**config.mk**
```make
export PLATFORM = sky130hd
export DESIGN_NAME = coreTop
export DESIGN_NICKNAME = d
export VERILOG_FILES = /design/src/hw/isaPkg.sv /design/src/hw/execPkg.sv /design/src/hw/opPushIf.sv /design/src/hw/opPopIf.sv /design/src/hw/instrDecoder.sv /design/src/hw/opQueue.sv /design/src/hw/aluExecutor.sv /design/src/hw/coreTop.sv
export SDC_FILE = /design/constraint.sdc
export NUM_CORES = 2
export LEC_CHECK = 0
export ABC_AREA = 0
export BUFFER_PORTS_ARGS = -buffer_cell sky130_fd_sc_hd__buf_2
export CAP_MARGIN = 10
export CORE_UTILIZATION = 25
export DETAILED_ROUTE_END_ITERATION = 10
export GPL_ROUTABILITY_DRIVEN = 1
export RECOVER_POWER = 25
export REMOVE_ABC_BUFFERS = 1
export SETUP_SLACK_MARGIN = 0.05
export SYNTH_ARGS = -nofsm -noshare
export SYNTH_HDL_FRONTEND = slang
export SYNTH_HIERARCHICAL = 1
export SYNTH_SLANG_ARGS = --single-unit
```
**constraint.sdc**
```tcl
create_clock -name clk -period 11 [get_ports clk]
set_input_delay 3.3 -clock clk [delete_from_list [all_inputs] [get_ports clk]]
set_output_delay 3.3 -clock clk [all_outputs]
set_load 0.02 [all_outputs]
```
**src/hw/isaPkg.sv**
```systemverilog
`default_nettype none

package isaPkg;

	typedef logic [31:0] wordT;
	typedef logic [31:0] instrT;
	typedef logic [4:0] regAddrT;
	typedef logic [15:0] immT;
	typedef logic [5:0] opcodeT;
	typedef logic [5:0] functT;

	// Primary opcodes
	localparam opcodeT SPECIAL = 6'b000000;  // R-type, function field selects op
	localparam opcodeT ADDI = 6'b001000;
	localparam opcodeT ADDIU = 6'b001001;
	localparam opcodeT ANDI = 6'b001100;
	localparam opcodeT ORI = 6'b001101;

	// Function codes under SPECIAL
	localparam functT ADD = 6'b100000;
	localparam functT ADDU = 6'b100001;
	localparam functT SUB = 6'b100010;
	localparam functT SUBU = 6'b100011;
	localparam functT AND = 6'b100100;
	localparam functT OR = 6'b100101;
	localparam functT SLT = 6'b101010;

	localparam int OPCODE_LSB = 26;
	localparam int RS_LSB = 21;
	localparam int RT_LSB = 16;
	localparam int RD_LSB = 11;
	localparam int FUNCT_LSB = 0;
	localparam int IMM_LSB = 0;

endpackage

`default_nettype wire

```
**src/hw/execPkg.sv**
```systemverilog
`default_nettype none

package execPkg;

	typedef enum logic [2:0] {
		ALU_ADD,
		ALU_SUB,
		ALU_AND,
		ALU_OR,
		ALU_SLT
	} aluOpT;

	typedef enum logic [1:0] {
		ST_IDLE,
		ST_READ,
		ST_EXEC,
		ST_WRITE
	} execStateT;

	// Packed micro-op {aluOp, srcA, srcB, dest, imm, useImm}, 3+5+5+5+16+1 bits
	typedef logic [34:0] uopT;

endpackage

`default_nettype wire

```
**src/hw/opPushIf.sv**
```systemverilog
`timescale 1ns/100ps
`default_nettype none

interface opPushIf
	import isaPkg::*, execPkg::*;
();

	logic load;  // One-cycle pulse, only while full is low
	logic full;
	aluOpT aluOp;
	regAddrT srcA;
	regAddrT srcB;
	regAddrT dest;
	immT imm;
	logic useImm;  // Immediate replaces srcB

	modport decoderSide(
		output load, aluOp, srcA, srcB, dest, imm, useImm,
		input full
	);

	modport queueSide(
		input load, aluOp, srcA, srcB, dest, imm, useImm,
		output full
	);

endinterface

`default_nettype wire

```
**src/hw/opPopIf.sv**
```systemverilog
`timescale 1ns/100ps
`default_nettype none

interface opPopIf
	import isaPkg::*, execPkg::*;
();

	logic empty;
	logic take;  // Pulse removes the head entry
	aluOpT aluOp;
	regAddrT srcA;
	regAddrT srcB;
	regAddrT dest;
	immT imm;
	logic useImm;

	modport queueSide(
		output empty, aluOp, srcA, srcB, dest, imm, useImm,
		input take
	);

	modport executorSide(
		input empty, aluOp, srcA, srcB, dest, imm, useImm,
		output take
	);

endinterface

`default_nettype wire

```
**src/hw/instrDecoder.sv**
```systemverilog
`timescale 1ns/100ps
`default_nettype none

module instrDecoder
	import isaPkg::*, execPkg::*;
(
	input logic clk,
	input logic rst,
	input logic instrStrobe,
	input instrT instr,
	output logic busy,
	output logic halted,
	opPushIf.decoderSide push
);

	opcodeT opcode;
	functT funct;
	regAddrT rs;
	regAddrT rt;
	regAddrT rd;
	immT imm;
	aluOpT decAluOp;
	logic decUseImm;
	logic legal;
	logic holdValid;
	logic accept;

	assign opcode = instr[OPCODE_LSB +: $bits(opcodeT)];
	assign funct = instr[FUNCT_LSB +: $bits(functT)];
	assign rs = instr[RS_LSB +: $bits(regAddrT)];
	assign rt = instr[RT_LSB +: $bits(regAddrT)];
	assign rd = instr[RD_LSB +: $bits(regAddrT)];
	assign imm = instr[IMM_LSB +: $bits(immT)];

	always_comb
	begin
		legal = 1'b1;
		decAluOp = ALU_ADD;
		decUseImm = 1'b0;
		case (opcode)
			SPECIAL:
			begin
				case (funct)
					ADD, ADDU: decAluOp = ALU_ADD;
					SUB, SUBU: decAluOp = ALU_SUB;
					AND: decAluOp = ALU_AND;
					OR: decAluOp = ALU_OR;
					SLT: decAluOp = ALU_SLT;
					default: legal = 1'b0;
				endcase
			end
			ADDI, ADDIU: decUseImm = 1'b1;
			ANDI:
			begin
				decAluOp = ALU_AND;
				decUseImm = 1'b1;
			end
			ORI:
			begin
				decAluOp = ALU_OR;
				decUseImm = 1'b1;
			end
			default: legal = 1'b0;
		endcase
	end

	assign accept = instrStrobe && !holdValid && !halted;
	assign busy = holdValid;
	assign push.load = holdValid && !push.full;  // Waits out a full queue

	always_ff @(posedge clk or negedge rst)
	begin
		if (!rst)
		begin
			holdValid <= 1'b0;
			halted <= 1'b0;
		end
		else
		begin
			if (accept && !legal)
				halted <= 1'b1;  // Sticky until reset
			if (accept && legal)
				holdValid <= 1'b1;
			else if (push.load)
				holdValid <= 1'b0;
		end
	end

	always_ff @(posedge clk)
	begin
		if (accept)
		begin
			push.aluOp <= decAluOp;
			push.srcA <= rs;
			push.srcB <= rt;
			push.dest <= decUseImm ? rt : rd;  // I-type writes rt
			push.imm <= imm;
			push.useImm <= decUseImm;
		end
	end

endmodule

`default_nettype wire

```
**src/hw/opQueue.sv**
```systemverilog
`timescale 1ns/100ps
`default_nettype none

module opQueue
	import execPkg::*;
#(
	parameter int QUEUE_DEPTH = 4
)
(
	input logic clk,
	input logic rst,
	opPushIf.queueSide push,
	opPopIf.queueSide pop
);

	localparam int IDX_W = $clog2(QUEUE_DEPTH);

	uopT mem [QUEUE_DEPTH];
	uopT head;
	logic [IDX_W:0] wrPtr;  // Extra bit tells full from empty
	logic [IDX_W:0] rdPtr;

	assign push.full = (wrPtr[IDX_W] != rdPtr[IDX_W]) &&
		(wrPtr[IDX_W-1:0] == rdPtr[IDX_W-1:0]);
	assign pop.empty = (wrPtr == rdPtr);

	always_ff @(posedge clk or negedge rst)
	begin
		if (!rst)
		begin
			wrPtr <= '0;
			rdPtr <= '0;
		end
		else
		begin
			if (push.load)
				wrPtr <= wrPtr + 1'b1;
			if (pop.take)
				rdPtr <= rdPtr + 1'b1;
		end
	end

	always_ff @(posedge clk)
	begin
		if (push.load)
			mem[wrPtr[IDX_W-1:0]] <= {push.aluOp, push.srcA, push.srcB, push.dest,
				push.imm, push.useImm};
	end

	// Show-ahead head entry
	assign head = mem[rdPtr[IDX_W-1:0]];
	assign pop.aluOp = aluOpT'(head[34:32]);
	assign pop.srcA = head[31:27];
	assign pop.srcB = head[26:22];
	assign pop.dest = head[21:17];
	assign pop.imm = head[16:1];
	assign pop.useImm = head[0];

endmodule

`default_nettype wire

```
**src/hw/aluExecutor.sv**
```systemverilog
`timescale 1ns/100ps
`default_nettype none

module aluExecutor
	import isaPkg::*, execPkg::*;
(
	input logic clk,
	input logic rst,
	opPopIf.executorSide pop,
	output logic wbStrobe,
	output regAddrT wbAddr,
	output wordT wbData
);

	execStateT state;
	wordT regs [32];
	aluOpT curOp;
	regAddrT curSrcA;
	regAddrT curSrcB;
	regAddrT curDest;
	immT curImm;
	logic curUseImm;
	wordT immExt;
	wordT opA;
	wordT opB;
	wordT aluOut;
	wordT result;

	assign pop.take = (state == ST_IDLE) && !pop.empty;

	// Sign extension only for add
	assign immExt = (curOp == ALU_ADD) ? {{16{curImm[15]}}, curImm} : {16'b0, curImm};

	always_comb
	begin
		case (curOp)
			ALU_ADD: aluOut = opA + opB;
			ALU_SUB: aluOut = opA - opB;
			ALU_AND: aluOut = opA & opB;
			ALU_OR: aluOut = opA | opB;
			ALU_SLT: aluOut = {31'b0, $signed(opA) < $signed(opB)};
			default: aluOut = '0;
		endcase
	end

	always_ff @(posedge clk or negedge rst)
	begin
		if (!rst)
		begin
			state <= ST_IDLE;
			regs <= '{default: '0};
		end
		else
		begin
			case (state)
				ST_IDLE:
				begin
					if (pop.take)
						state <= ST_READ;
				end
				ST_READ: state <= ST_EXEC;
				ST_EXEC: state <= ST_WRITE;
				ST_WRITE:
				begin
					state <= ST_IDLE;
					if (curDest != '0)
						regs[curDest] <= result;  // r0 stays zero
				end
				default: state <= ST_IDLE;
			endcase
		end
	end

	always_ff @(posedge clk)
	begin
		if (state == ST_IDLE && pop.take)
		begin
			curOp <= pop.aluOp;  // Entry leaves the queue on this edge
			curSrcA <= pop.srcA;
			curSrcB <= pop.srcB;
			curDest <= pop.dest;
			curImm <= pop.imm;
			curUseImm <= pop.useImm;
		end
		if (state == ST_READ)
		begin
			opA <= regs[curSrcA];
			opB <= curUseImm ? immExt : regs[curSrcB];
		end
		if (state == ST_EXEC)
			result <= aluOut;
	end

	assign wbStrobe = (state == ST_WRITE);
	assign wbAddr = curDest;
	assign wbData = result;

endmodule

`default_nettype wire

```
**src/hw/coreTop.sv**
```systemverilog
`timescale 1ns/100ps
`default_nettype none

module coreTop
	import isaPkg::*;
#(
	parameter int QUEUE_DEPTH = 4
)
(
	input logic clk,
	input logic rst,
	input logic instrStrobe,
	input instrT instr,
	output logic busy,
	output logic halted,
	output logic wbStrobe,
	output regAddrT wbAddr,
	output wordT wbData
);

	opPushIf pushBus();
	opPopIf popBus();

	instrDecoder decoder_i (
		.clk(clk),
		.rst(rst),
		.instrStrobe(instrStrobe),
		.instr(instr),
		.busy(busy),
		.halted(halted),
		.push(pushBus.decoderSide)
	);

	opQueue #(
		.QUEUE_DEPTH(QUEUE_DEPTH)
	) queue_i (
		.clk(clk),
		.rst(rst),
		.push(pushBus.queueSide),
		.pop(popBus.queueSide)
	);

	aluExecutor executor_i (
		.clk(clk),
		.rst(rst),
		.pop(popBus.executorSide),
		.wbStrobe(wbStrobe),
		.wbAddr(wbAddr),
		.wbData(wbData)
	);

endmodule

`default_nettype wire

```
# [Word level (Yosys, flattened, before mapping)]
# Memories as Yosys holds them, arrays and structs flattened. A register that Yosys moved wholly into a read port is not among the register bits.
# Cells that the tools add are included.
[totals] register_bits=1165 latch_bits=0 mem_bits_rw=140 mem_bits_ro=0 inputBits=35 out_inout_bits=40 elab_cells=130 mem_count=1
[mem_list] name="queue_i.mem" words=4 word_bits=35 rd=1 rd_clocked_by_memory_dff=1 write_ports=1 line_no="opQueue.sv:18" text="uopT mem [QUEUE_DEPTH];"
[classes] n_addsub=4 n_mul=0 div_mod_pow=0 order_cmp=5 eq_ne=22 n_shift=0 n_mux=24 n_bitwise=5 n_reduce_logical=23
[ops] operator="1024-bit bitwise mux" n=1
[ops] operator="32-bit binary-select mux with 5-bit select" n=2
[ops] operator="32-bit two-way mux" n=7
[ops] operator="32-bit demux with 5-bit select" n=1
[ops] operator="32-bit one-hot mux with 5 select lines" n=1
[ops] operator="6-bit equality test (second input constant)" n=7
[ops] operator="32-bit adder" n=1
[ops] operator="32-bit AND" n=1
[ops] operator="32-bit less-than comparator" n=1
[ops] operator="32-bit OR" n=1
[ops] operator="32-bit subtractor" n=1
[ops] operator="6-bit by 4-bit equality test with 1-bit output (second input constant)" n=4
[ops] operator="6-bit greater-or-equal comparator (second input constant)" n=3
[ops] operator="5-bit inverter with 6-bit output" n=3
[ops] operator="3-bit one-hot mux with 4 select lines" n=1
[ops] operator="1-bit logical AND" n=9
[ops] operator="3-bit one-hot mux with 3 select lines" n=1
[ops] operator="2-bit one-hot mux with 4 select lines" n=1
[ops] operator="7-bit OR reduction" n=1
[ops] operator="3-bit by 1-bit adder with 3-bit output (second input constant)" n=2
[ops] operator="3-bit by 2-bit equality test with 1-bit output (second input constant)" n=2
[ops] operator="6-bit zero test" n=1
[ops] operator="6-bit by 1-bit less-than comparator with 1-bit output (second input constant)" n=1
[ops] operator="1-bit two-way mux" n=6
[ops] operator="19 further kinds" n=24

# [Depth between registers and ports, before layout]
[depth] depth_word=6 mapped_depth=12 depth_no_buf=12

# [Modules after synthesis]
# Netlist, hierarchy kept.
[by_module_without_submodules] mod="aluExecutor" instances=1 cells_per_inst=4069 area_each_um2=62757.7 seq_area_each_um2=29608.4
[by_module_without_submodules] mod="opQueue" instances=1 cells_per_inst=213 area_each_um2=5452.7 seq_area_each_um2=4354.2
[by_module_without_submodules] mod="instrDecoder" instances=1 cells_per_inst=70 area_each_um2=1351.3 seq_area_each_um2=1101.1

# [Worst setup path before layout]
# No wires, ideal clock.
[synth_timing] path_kind="input -> register" startpoint="in instrStrobe" endpoint="reg decoder_i.holdValid (netlist: decoder_i/busy)" setup_ns=0.090 arrival_time_ns=6.448 t_required_ns=10.910 setup_slack_ns=4.462 cell_stages=3 n_path_buf=0 cell_sequence="nor3b_1 a32oi_1 o21ai_0"
[synth_between] elab_chain_len=4 word_cells_on_any_way=5 classes_between="mux: 1; reduce/logical: 4"
[synth_rtl] element="start: declaration" line_no="coreTop.sv:12" text="input logic instrStrobe,"
[synth_rtl] element="1-bit logical AND (*) (2 in a row)" line_no="instrDecoder.sv:67" text="assign accept = instrStrobe && !holdValid && !halted;"
[synth_rtl] element="1-bit logical AND (*)" line_no="instrDecoder.sv:82" text="if (accept && legal)"
[synth_rtl] element="1-bit two-way mux or 2-bit nonzero test (tied branches)"
[synth_rtl] element="end signal: assignment" line_no="instrDecoder.sv:75" text="holdValid <= 1'b0;"
[synth_rtl] element="end signal: assignment" line_no="instrDecoder.sv:83" text="holdValid <= 1'b1;"
[synth_rtl] element="end signal: assignment" line_no="instrDecoder.sv:85" text="holdValid <= 1'b0;"
[synth_rtl] element="end: declaration" line_no="instrDecoder.sv:25" text="logic holdValid;"
# Mark *: on every way between the ends. The rest lies on a longest branch, timed or not.
# A chain may end at the register's enable or synchronous reset.

# [Worst setup path in the final report]
[layout_timing] startpoint="reg executor_i.curOp[0], read port of queue_i.mem" endpoint="reg executor_i.result[14] (netlist: executor_i/wbData[14]), data pin"
[layout_between] elab_chain_len=2 word_cells_on_any_way=6 classes_between="eq/ne: 4; mux: 1; reduce/logical: 1"
[layout_rtl] element="start: declaration" line_no="aluExecutor.sv:17" text="aluOpT curOp;"
[layout_rtl] element="3-bit equality test, or another cell as far along" line_no="aluExecutor.sv:36" text="case (curOp)"
[layout_rtl] element="32-bit one-hot mux with 5 select lines (*)" line_no="aluExecutor.sv:36"
[layout_rtl] element="end signal: assignment" line_no="aluExecutor.sv:91" text="result <= aluOut;"
[layout_rtl] element="end: declaration" line_no="aluExecutor.sv:27" text="wordT result;"
# Marks and branches as above.

==> results.md <==
- The flow ran to the end, but the final reports show violations.
- The checks that failed: max-capacitance violations, max-slew violations.
- The headroom to the max-slew limit is -235%.
- The remaining antenna violation count is 0.
- Hold timing on the final database bottoms out at a slack of 394 ps.
- For this run, the top clock speed supported by timing is 0.171 GHz.
- The HPWL after detailed placement is 108 mm.
- The actual transition at the worst max-transition pin is 5030 ps.
- From bottom edge to top edge, the die measures 529 um.
- The number of top-level pins is 75.
- The number of enable-type register cells in the synthesized netlist is 306.
- Global routing used 14.2% of the available tracks across all layers.
- In the routed layout, each cell is associated on average with a via count of 5.07.
- Data on the critical path is required at its endpoint by 11480 ps.
- Cells with a size suffix above 1 make up 49.1% of the layout.
- The share of synthesized flip-flops with an asynchronous set or reset is 77.2%.
- The floorplan has 193 rows.
- After synthesis, the mean cell area works out to 16.0 um^2.
- In the global route stage, met3 resource usage came out at 3.42%.
- The finished layout holds 8048 standard cells, fillers aside.
- The share of the core filled with cells is 28.4%.
- The final instance area is 78500 um^2.
- Across all setup checks in the final design, the least slack found is 5140 ps.
- The final hold violation count is 0.
- The synthesized flop and latch total is 1340.
- For this design, the sink count on the clock tree is 1340.
- The number of clock buffers added by TritonCTS is 142.
- The count of pins over their slew limit is 705.
- After clock tree synthesis, the setup repair step added 0 buffers.
- The fraction of post-synthesis cell area in the top cell type by area is 37.2%.
- TritonCTS built the clock tree.
- Routability-driven placement finished with a final weighted congestion of 0.867.
- The leakage power figure is 32.6 nW.
- The area added between synthesis and finish is 12.8%.
- The pin count of the biggest net entering global routing is 162.
- The source-to-sink clock delay at the later pin of the worst-skew pair is 800 ps.
- For this run, design rule violations remaining after detail routing come to 0.
- The mapped netlist covers 69600 um^2.
- The global-route wire length before repair is 295 mm.
- The time the worst path needs with I/O delays and setup is 5860 ps.
- The maximum fanout along the worst path is 61.
- The netlist uses 90 different library cells.
- The via count is 40800.
- The most instantiated library cell after synthesis is sky130_fd_sc_hd__dfrtp_1.
- The clock-pin slew on the worst setup and hold paths is 60 ps.
- The most crowded layer after global routing is met2.
- For this run the aggregate overflow at the end of global routing stands at 0.
- STA classifies the critical path endpoint as a flip-flop.
- The data arrival time at the worst-slack endpoint is 6340 ps.
- The element type at the critical path start is a flip-flop.
- The global routing met1 resource utilization is 20.0%.
- IR analysis of the VDD net gives a maximum drop of 0.177 mV.
- The tree is rooted in a sky130_fd_sc_hd__clkbuf_16.
- The via count of the first global-routing pass was 42600.
- The final wirelength is 199 mm.
- In the final routed layout, each cell accounts on average for 24.8 um.
- The setup-violating endpoint count in the final report is 0.
- The number of placed instances, taps included, is 7787.
- The predominant post-synthesis flop cell is sky130_fd_sc_hd__dfrtp_1.
- The first TritonRoute pass finished after 6 iterations.
- The floorplan step defined a core boundary enclosing 276000 um^2.
- Once placement finished, the instance area stood at 73900 um^2.
- The number of max-cap violations is 22.
- The clock skew is 34.4 ps.
- The number of design-rule violations left by the first detailed-router iteration is 3476.
- Adding up every negative setup slack in the final design gives 0 ps.
- After clock tree synthesis, the flow added hold-fix buffers numbering 0.
- Power spread over the standard cell area amounts to 301 nW/um^2.
- Global routing consumed, on the met2 layer, 21.6% of the routing resources.
- By count the netlist is led by sky130_fd_sc_hd__dfrtp_1 (1034), sky130_fd_sc_hd__mux2_2 (1032), sky130_fd_sc_hd__mux4_2 (669), sky130_fd_sc_hd__edfxtp_1 (306), sky130_fd_sc_hd__clkbuf_1 (290).
- The initial antenna violation count is 4.
- The number of instances resized during post-cts repair is 0.
- The floorplan step defined a die boundary enclosing 280000 um^2.
- Overall power consumption after layout is estimated at 23.6 mW.
- The die is 529 um wide.
- The post-synthesis instance total is 4352.
- During placement, the flow inserted port buffers numbering 74.
- After the last flow step, the layout net total stands at 4369.
- Once the floorplan was initialized, standard cells occupied 25.2% of the core.
- The sequential fraction of the synthesis area is 50.4%.
- The final cycle utilization of the critical path is 53.2%.
- Setup repair after global routing left no endpoint under its margin.
- Sorting the synthesized cells by area gives the leading types as sky130_fd_sc_hd__dfrtp_1 (37%), sky130_fd_sc_hd__mux4_2 (22%), sky130_fd_sc_hd__mux2_2 (17%), sky130_fd_sc_hd__edfxtp_1 (13%), sky130_fd_sc_hd__ha_1 (1.9%).
- The critical setup path kind is reg2reg.
- The deepest clock path buffer count is 3.
- Yosys printed 6 warnings.
- The class of the worst hold path is reg2reg.
- OpenSTA, run right after detailed placement, puts the worst setup slack at 5360 ps.
- The H-tree depth reported by CTS is 4.
- The biggest area contributor in the post-synthesis netlist is sky130_fd_sc_hd__dfrtp_1.
[layout by cell type (no fill, tap or decap), drive strengths merged, types with 9 or more instances in the layout]
master and n:
a211oi 31, a21o 12, a21oi 78, buf 150, clkbuf 219, clkinv 36
dfrtp 1034, edfxtp 306, ha 106, inv 105, mux2 1032, mux2i 38
mux4 676, nand2 77, nand3 23, nor2 96, nor2b 10, nor3 22
o211ai 12, o21ai 83, o21bai 9, o31ai 10, xnor2 22
[area by class of cell]
class                           instances  area, um^2
Fill cell                           27500      198000
Sequential cell                      1340       35100
Multi-Input combinational cell       2481       32500
Tap cell                             3705        4640
Clock buffer                          210        4170
Timing Repair Buffer                  159        1110
Clock inverter                         50         547
Inverter                              102         383
Antenna cell                            1        2.50
[state kept, by name, summed over array words and instances (netlist names), 16 cells and up]
register            cells
executor_i/opA         32
decoder_i/push.imm     16
executor_i/curImm      16
executor_i/wbData      32
executor_i/opB         32
executor_i/regs      1024
queue_i/mem           140
[per-layer routing]
metal	wire, um	up-vias
met5	0	-
li1	-	16700
met1	88800	22400
met3	15300	297
met2	90500	1443
met4	4870	0
[power by group]
part	total, mW	internal, mW	switching (mW)
sequential	8.89	7.24	1.65
combinational	9.87	5.12	4.75
clock	4.88	2.80	2.08
[final timing paths]
| kind | start | depth (start not counted) | slack [ps] | to |
|---|---|---|---|---|
| max | executor_i/curOp[0] | 9 | 5140 | executor_i/wbData[14] |
| min | executor_i/regs[1013] | 0 | 390 | executor_i/regs[1013] |
| max reg2reg | executor_i/curOp[0] | 9 | 5140 | executor_i/wbData[14] |
| min reg2reg | executor_i/regs[1013] | 0 | 390 | executor_i/regs[1013] |
| max in group asynchronous | rst | 3 | 6310 | executor_i/regs[682] |
| min in group asynchronous | rst | 1 | 2520 | queue_i/rdPtr[2] |
[critical path, cell delays in order, from the launching register on]
cell	delay (ps)
sky130_fd_sc_hd__edfxtp_1	320
sky130_fd_sc_hd__buf_4	280
sky130_fd_sc_hd__clkbuf_1	1770
sky130_fd_sc_hd__clkinv_1	240
sky130_fd_sc_hd__clkbuf_1	1190
sky130_fd_sc_hd__a211o_1	660
sky130_fd_sc_hd__o21ai_0	100
sky130_fd_sc_hd__xnor2_1	160
sky130_fd_sc_hd__nor2_1	60
sky130_fd_sc_hd__a211oi_1	730
[logic make-up after synthesis]
family          after synthesis  share of synthesized area (%)
compound gates              308                           2.98
xor+xnor                     29                          0.365
fa+ha+maj                   108                           1.96
buf+inv                     531                           3.08
flops                      1340                           50.4
mux                        1746                           39.2
simple gates                290                           2.04
(Power assumes the default switching activity.)
